**src/source/fsync_pkg.sv**
```systemverilog
/*
 * Synchronization network package
 *
 * Mesh dimensions, barrier level limits and the types shared by the
 * tile ports, the line trees and the mesh top.
 */

package fsync_pkg;

  // Mesh geometry
  localparam int unsigned N_TILES_X = 4;                      // Mesh columns
  localparam int unsigned N_TILES_Y = 4;                      // Mesh rows
  localparam int unsigned N_TILES   = N_TILES_X * N_TILES_Y;  // Tiles in the mesh
  localparam int unsigned N_LINE    = 4;                      // Tiles per row or column

  // Barrier levels
  // Level 1 joins a neighbour pair and level 2 a whole line
  localparam int unsigned MAX_LVL = 2;                        // Highest barrier level

  // One bit per tile at index row * N_TILES_X + column
  typedef logic [N_TILES-1:0] tile_mask_t;

  // One bit per member of a row or column
  typedef logic [N_LINE-1:0] line_mask_t;

  // Barrier level where only 1 and 2 are valid
  typedef logic [1:0] lvl_t;

  // Direction 0 is horizontal (row) and 1 is vertical (column)
  typedef logic fsync_dir_t;

  // Tile port FSM
  typedef enum logic [1:0] {
    PORT_IDLE   = 2'd0,    // No barrier pending
    PORT_WAIT_H = 2'd1,    // Waiting on the row tree
    PORT_WAIT_V = 2'd2     // Waiting on the column tree
  } port_state_e;

endpackage : fsync_pkg

```
**src/source/fsync_line_tree.sv**
```systemverilog
/*
 * Barrier tree for one line of four tiles
 *
 * Collects arrival strobes from the members of a row or a column.
 * Two level-1 nodes join the neighbour pairs 0-1 and 2-3, one level-2
 * node joins all four members. A full node clears its arrival bits and
 * wakes its members one cycle after the completing strobe.
 */

module fsync_line_tree
  import fsync_pkg::*;
(
  input  logic       clk_i,
  input  logic       rst_n_i,
  input  line_mask_t req_i,            // Arrival strobes, one per member
  input  lvl_t       lvl_i [N_LINE],   // Level of each strobe
  output line_mask_t wake_o            // Wake pulses, one per member
);

  localparam int unsigned N_PAIR = N_LINE / 2;    // Level-1 nodes in the line

  line_mask_t                 l1_hit;     // Strobes aimed at a pair node
  line_mask_t                 l2_hit;     // Strobes aimed at the line node

  logic [N_PAIR-1:0][1:0]     l1_arr_q;   // Pair node arrival bits
  logic [N_PAIR-1:0][1:0]     l1_arr_d;
  line_mask_t                 l2_arr_q;   // Line node arrival bits
  line_mask_t                 l2_arr_d;

  line_mask_t                 wake_d;
  line_mask_t                 wake_q;

  // Route each strobe to the node its level selects
  always_comb begin
    for (int m = 0; m < N_LINE; m++) begin
      l1_hit[m] = req_i[m] && (lvl_i[m] == lvl_t'(1));
      l2_hit[m] = req_i[m] && (lvl_i[m] == lvl_t'(MAX_LVL));
    end
  end

  // A full node empties and wakes its members
  always_comb begin
    wake_d   = '0;
    l2_arr_d = l2_arr_q | l2_hit;
    if (&l2_arr_d) begin
      wake_d   = '1;                      // Whole line arrived
      l2_arr_d = '0;
    end

    for (int p = 0; p < N_PAIR; p++) begin
      l1_arr_d[p] = l1_arr_q[p] | l1_hit[2*p +: 2];
      if (&l1_arr_d[p]) begin
        wake_d[2*p +: 2] = 2'b11;         // Both neighbours arrived
        l1_arr_d[p]      = '0;
      end
    end
  end

  always_ff @(posedge clk_i or negedge rst_n_i) begin
    if (!rst_n_i) begin
      l1_arr_q <= '0;
      l2_arr_q <= '0;
      wake_q   <= '0;
    end else begin
      l1_arr_q <= l1_arr_d;
      l2_arr_q <= l2_arr_d;
      wake_q   <= wake_d;
    end
  end

  assign wake_o = wake_q;

  // The tile ports must never send a duplicate arrival or a bad level
  for (genvar m = 0; m < N_LINE; m++) begin : gen_chk
    a_no_dup_arrival : assert property (
      @(posedge clk_i) disable iff (!rst_n_i)
      (l1_hit[m] |-> !l1_arr_q[m/2][m%2]) and (l2_hit[m] |-> !l2_arr_q[m])
    ) else $error("Member %0d arrived twice at the same node", m);

    a_lvl_range : assert property (
      @(posedge clk_i) disable iff (!rst_n_i)
      req_i[m] |-> (lvl_i[m] != '0) && (lvl_i[m] <= lvl_t'(MAX_LVL))
    ) else $error("Member %0d strobed with level %0d", m, lvl_i[m]);
  end

endmodule : fsync_line_tree

```
**src/source/fsync_mesh.sv**
```systemverilog
/*
 * Synchronization network for a 4x4 tile mesh
 *
 * One port per tile feeds a row tree and a column tree that work side
 * by side. Each port takes back the wake of the tree it is waiting on.
 */

module fsync_mesh
  import fsync_pkg::*;
(
  input  logic       clk_i,
  input  logic       rst_n_i,
  input  tile_mask_t sync_req_i,             // Request strobe per tile
  input  tile_mask_t sync_dir_i,             // Direction per tile
  input  lvl_t       sync_lvl_i [N_TILES],   // Level per tile
  output tile_mask_t wake_o,
  output tile_mask_t error_o,
  output tile_mask_t busy_o
);

  // Tile side
  tile_mask_t h_req;                         // Strobes into the row trees
  tile_mask_t v_req;                         // Strobes into the column trees
  tile_mask_t h_wake;                        // Row tree wake per tile
  tile_mask_t v_wake;                        // Column tree wake per tile
  lvl_t       tile_lvl [N_TILES];

  // Member index is the column in a row tree and the row in a column tree
  line_mask_t row_req  [N_TILES_Y];
  line_mask_t row_wake [N_TILES_Y];
  lvl_t       row_lvl  [N_TILES_Y][N_LINE];
  line_mask_t col_req  [N_TILES_X];
  line_mask_t col_wake [N_TILES_X];
  lvl_t       col_lvl  [N_TILES_X][N_LINE];

  for (genvar i = 0; i < N_TILES_Y; i++) begin : gen_y_tile
    for (genvar j = 0; j < N_TILES_X; j++) begin : gen_x_tile
      localparam int unsigned K = i * N_TILES_X + j;  // Tile index

      fsync_tile_port i_tile_port (
        .clk_i                            ,
        .rst_n_i                          ,
        .sync_req_i ( sync_req_i[K]      ),
        .sync_dir_i ( sync_dir_i[K]      ),
        .sync_lvl_i ( sync_lvl_i[K]      ),
        .h_req_o    ( h_req[K]           ),
        .v_req_o    ( v_req[K]           ),
        .lvl_o      ( tile_lvl[K]        ),
        .h_wake_i   ( h_wake[K]          ),
        .v_wake_i   ( v_wake[K]          ),
        .wake_o     ( wake_o[K]          ),
        .error_o    ( error_o[K]         ),
        .busy_o     ( busy_o[K]          )
      );

      // Tile to line member mapping
      assign row_req[i][j] = h_req[K];
      assign row_lvl[i][j] = tile_lvl[K];
      assign col_req[j][i] = v_req[K];
      assign col_lvl[j][i] = tile_lvl[K];
      assign h_wake[K]     = row_wake[i][j];
      assign v_wake[K]     = col_wake[j][i];
    end
  end

  for (genvar i = 0; i < N_TILES_Y; i++) begin : gen_row_tree
    fsync_line_tree i_row_tree (
      .clk_i                    ,
      .rst_n_i                  ,
      .req_i   ( row_req[i]    ),
      .lvl_i   ( row_lvl[i]    ),
      .wake_o  ( row_wake[i]   )
    );
  end

  for (genvar j = 0; j < N_TILES_X; j++) begin : gen_col_tree
    fsync_line_tree i_col_tree (
      .clk_i                    ,
      .rst_n_i                  ,
      .req_i   ( col_req[j]    ),
      .lvl_i   ( col_lvl[j]    ),
      .wake_o  ( col_wake[j]   )
    );
  end

endmodule : fsync_mesh

```
**src/source/fsync_tile_port.sv**
```systemverilog
/*
 * Per-tile barrier port
 *
 * Checks each barrier request, routes a valid one to the row or column
 * tree and waits for the wake of that direction. Invalid levels and
 * requests made while a barrier is pending are answered with error.
 */

module fsync_tile_port
  import fsync_pkg::*;
(
  input  logic       clk_i,
  input  logic       rst_n_i,
  input  logic       sync_req_i,    // Barrier request strobe
  input  fsync_dir_t sync_dir_i,    // 0 for row, 1 for column
  input  lvl_t       sync_lvl_i,    // Requested level
  output logic       h_req_o,       // Strobe to the row tree
  output logic       v_req_o,       // Strobe to the column tree
  output lvl_t       lvl_o,         // Level sent with the strobe
  input  logic       h_wake_i,      // Wake from the row tree
  input  logic       v_wake_i,      // Wake from the column tree
  output logic       wake_o,
  output logic       error_o,
  output logic       busy_o
);

  port_state_e state_q;
  port_state_e state_d;

  logic lvl_ok;                     // Level is within 1..MAX_LVL
  logic accept;                     // Valid request taken in idle
  logic h_req_d;
  logic v_req_d;
  logic wake_d;
  logic error_d;

  assign lvl_ok = (sync_lvl_i != '0) && (sync_lvl_i <= lvl_t'(MAX_LVL));

  always_comb begin
    state_d = state_q;
    accept  = 1'b0;
    h_req_d = 1'b0;
    v_req_d = 1'b0;
    wake_d  = 1'b0;
    error_d = 1'b0;

    unique case (state_q)
      PORT_IDLE: begin
        if (sync_req_i) begin
          if (!lvl_ok) begin
            error_d = 1'b1;         // Level 0 or above the top level
          end else if (sync_dir_i) begin
            accept  = 1'b1;
            v_req_d = 1'b1;
            state_d = PORT_WAIT_V;
          end else begin
            accept  = 1'b1;
            h_req_d = 1'b1;
            state_d = PORT_WAIT_H;
          end
        end
      end

      PORT_WAIT_H: begin
        error_d = sync_req_i;       // Only one barrier in flight
        if (h_wake_i) begin
          wake_d  = 1'b1;
          state_d = PORT_IDLE;
        end
      end

      PORT_WAIT_V: begin
        error_d = sync_req_i;
        if (v_wake_i) begin
          wake_d  = 1'b1;
          state_d = PORT_IDLE;
        end
      end

      default: state_d = PORT_IDLE;
    endcase
  end

  always_ff @(posedge clk_i or negedge rst_n_i) begin
    if (!rst_n_i) begin
      state_q <= PORT_IDLE;
      h_req_o <= 1'b0;
      v_req_o <= 1'b0;
      wake_o  <= 1'b0;
      error_o <= 1'b0;
    end else begin
      state_q <= state_d;
      h_req_o <= h_req_d;
      v_req_o <= v_req_d;
      wake_o  <= wake_d;
      error_o <= error_d;
    end
  end

  // Level held for the tree strobe
  always_ff @(posedge clk_i) begin
    if (accept) begin
      lvl_o <= sync_lvl_i;
    end
  end

  assign busy_o = (state_q != PORT_IDLE);

  a_one_tree : assert property (
    @(posedge clk_i) disable iff (!rst_n_i)
    !(h_req_o && v_req_o)
  ) else $error("Strobe sent to both trees");

  // Wake ends a pending barrier and leaves the port idle
  a_wake_from_wait : assert property (
    @(posedge clk_i) disable iff (!rst_n_i)
    wake_o |-> ($past(state_q) inside {PORT_WAIT_H, PORT_WAIT_V}) && !busy_o
  ) else $error("Wake without a pending barrier");

endmodule : fsync_tile_port

```
**config.mk**
```make
export PLATFORM = sky130hd
export DESIGN_NAME = fsync_mesh
export DESIGN_NICKNAME = d
export VERILOG_FILES = /design/src/source/fsync_pkg.sv /design/src/source/fsync_line_tree.sv /design/src/source/fsync_mesh.sv /design/src/source/fsync_tile_port.sv
export SDC_FILE = /design/constraint.sdc
export NUM_CORES = 1
export LEC_CHECK = 0
export BUFFER_PORTS_ARGS = -buffer_cell sky130_fd_sc_hd__buf_2
export CAP_MARGIN = 10
export CORE_MARGIN = 5
export CORE_UTILIZATION = 58
export DETAILED_ROUTE_END_ITERATION = 7
export PLACE_DENSITY = 0.76
export RECOVER_POWER = 50
export SKIP_LAST_GASP = 1
export SLEW_MARGIN = 25
export SYNTH_ARGS = -nofsm -noshare
export SYNTH_HDL_FRONTEND = slang
export SYNTH_SLANG_ARGS = --single-unit
```
**constraint.sdc**
```tcl
create_clock -name clk_i -period 2.2 [get_ports clk_i]
set_clock_uncertainty 0.15 [all_clocks]
set_input_delay 0.33 -clock clk_i [delete_from_list [all_inputs] [get_ports clk_i]]
set_output_delay 0.33 -clock clk_i [all_outputs]
set_load 0.03 [all_outputs]
```
==> impl_results.md <==
* Final period util at 92.7%
* Top Registers: gen_y_tile.gen_x_tile.i_tile_port.lvl_o x32, gen_y_tile.gen_x_tile.i_tile_port.state_q x32
* Chip height at 139 µm
* Multi-input logic area at 0.00364 mm²
* Register area at 0.00537 mm²
* Sink Count at 208
* Row Count at 47
* Area share of the largest cell type after synthesis at 45.6%
* Per-cell routed wire length at 15.0 µm
* Final nets at 1,163
* Clock latency at the later pin of the worst-skew pair at 0.50 ns
* CTS Root Cell: clkbuf_16
* Switch Pwr at 4.53 mW
* Max Slew Vio Count at 0
* Hold Vio Cnt, Final at 0
* Worst min path class: flip-flop to flip-flop
* GPL Wtd Cong at 0.799
* Area leader, netlist: dfrtp_1
* Status: finished clean
* Largest net degree at the start of global routing at 53
* Sequential fraction of the synthesis area at 55.6%
* DIE AREA at 0.0193 mm²
* Share of cells above drive strength 1 at 11.9%
* Synthesized flop and latch total at 208
* Area grow syn2layout at 19.9%
* Final min period at 2.04 ns
* Core area at 0.0165 mm²
* Worst EP required at 1.72 ns
* Initial DRT Pass Iterations at 5
* First-pass GRT wire length at 32,600 µm
* Avg Inst Size Synth at 11.0 µm²
* Worst vdd ir at 0.000814 V
* Combinational fraction of design power at 31.5%
* Antenna Nets Post-Route at 0
* Max Buffers Root-to-Sink at 3
* Die Width at 139 µm
* Io pins at 114
* Total number of vias at 6,612
* Static Leak at 5.43 nW
* Vias in the first global route at 6,899
* Ys Warns at 0
* Sw frac at 34.2%
* Mapped Cells at 874
* Largest cells by area after synthesis: dfrtp_1 46%, edfxtp_1 10%, ha_1 8.3%, nor2b_1 6.4%, a21oi_1 4.1%
* Critical path class: flip-flop to primary output
* Congestion Overflow GR at 0
* Max cap viols at 0
* Final Util at 70.3%
* Cell Int Power at 8.71 mW
* Starting Density at 58.6%
* Hpwl dp at 13,600 µm
* Fmax at 490 MHz
* Clk pwr share at 28.8%
* CTS tree: yes
* Synth Cell Area at 0.00965 mm²
* DRC viols at 0
* H-Tree Depth at 1
* Port bufs at 113
* CTS Buf Count at 23
* Initial antenna violation count at 1
* Setup_tns at 0 ns
* Vias per cell at 5.20
* Clock-pin transition on the worst setup and hold timing paths at 0.06 ns
* Reg power frac at 39.7%
* Worst Path Arrival at 1.56 ns
* Most common cell after layout, fill and taps aside: dfrtp_1
* Most frequent cells in the layout: 176 x dfrtp_1, 98 x nor2b_1, 80 x a21oi_1, 80 x buf_2, 79 x nor2_1
* DR iter-0 viols at 405
* Relative slew margins at 10.7%
* Slew of the pin with the lowest slew margin at 1.34 ns
* Crit path launch type: flip-flop
* Post-Syn Nets at 1,004
* RSZ-0062 raised after global routing: false
* Hold path start: gen_col_tree[0].i_col_tree.l1_arr_q[0]
* Setup crit end kind: primary output
* Setup bufs post-CTS at 0
* FILL cells at 1,234
* Setup violators final at 0
* Distinct cells, synth at 30
* Total track usage at 20.1%
* Routed WL at 19,000 µm
* Max FO, Critical Path at 7
* Power per cell area at 1140 mW/mm²
layer usage:
metal	track usage, %	wire (µm)	up-vias
met5	0	0	-
met4	4.89	350	0
met3	3.76	840	34
met2	33.8	9220	128
met1	27.2	8620	3176
li1	-	-	3274
cell usage after synthesis:
cell type  number
a21oi_1        80
nand3_1        10
xnor2_1         6
a211o_1         2
a22o_1         13
or2_1           3
and2_2          2
nor3_1         35
nand2_1        18
buf_2           4
a22oi_1        22
xor2_1         10
inv_1          72
a21o_1          7
o2bb2ai_1      26
nor2b_1        98
edfxtp_1       32
nor3b_1        16
o211ai_1        4
buf_4          48
or3_1           4
nor2_1         79
and2_1         13
dfrtp_1       176
ha_1           64
o32ai_1         2
o21ai_0         2
and3_1         16
a32o_1          8
o311ai_0        2
path summary, 6_finish.rpt:
path / end / cells after the start / slack, ns
max: busy_o[2] / 4 / 0.16
min: gen_col_tree[0].i_col_tree.l1_arr_q[0] / 2 / 0.36
max reg2reg: gen_y_tile[2].gen_x_tile[0].i_tile_port.h_req_o / 5 / 0.39
min reg2reg: gen_col_tree[0].i_col_tree.l1_arr_q[0] / 2 / 0.36
max in group asynchronous: gen_y_tile[0].gen_x_tile[0].i_tile_port.v_req_o / 3 / 0.39
min in group asynchronous: gen_y_tile[1].gen_x_tile[3].i_tile_port.error_o / 2 / 0.51
logic make-up after synthesis:
logic type	Yosys count	synth area share, %
fa+ha+maj	64	8.30
flops	208	55.6
simple gates	294	16.2
xor+xnor	16	1.45
buf+inv	124	6.74
compound gates	168	11.7
power groups by stage:
stage          clock, mW  sequential [mW]  combinational [mW]
6_report            3.81             5.25                4.17
5_1_grt             4.08             5.35                4.72
4_1_cts             3.90             5.25                4.21
3_5_place_dp           0             5.31                4.09
3_3_place_gp           0             5.28                3.98
2_1_floorplan          0             5.18                3.44
metrics by stage:
step | area [µm²] | power, mW | setup WS [ns] | hold slack, ns | std cells
global route | 11600 | 14.2 | 0.0541 | 0.384 | 1271
detailed placement | 10200 | 9.40 | 0.536 | 0.176 | 1161
CTS | 11600 | 13.4 | 0.136 | 0.213 | 1270
floorplan | 9650 | 8.62 | 0.633 | -0.116 | 874
global placement | 10200 | 9.26 | 0.590 | 0.182 | 1161
finish | 11600 | 13.2 | 0.160 | 0.356 | 1271
area by class of cell:
type / count / share of cell area [%]
Inverter: 72 / 2.33
Antenna cell: 1 / 0.0216
Multi-Input combinational cell: 542 / 31.4
Tap cell: 220 / 2.38
Clock inverter: 4 / 0.422
Timing Repair Buffer: 186 / 10.9
Clock buffer: 38 / 6.24
Sequential cell: 208 / 46.3
timing repair:
| action | 4_1_cts | 5_1_grt |
|---|---|---|
| endpoints found under the hold margin | 149 | 0 |
| hold buffers | 67 | 0 |
| resized for setup | 0 | 0 |
worst max-delay path, cell delays in order, from the launching register on:
cell and delay, ns:
dfrtp_1 0.40, inv_1 0.08, ha_1 0.28, inv_1 0.09
buf_2 0.21
No activity file was read; power rests on OpenSTA's default activity.
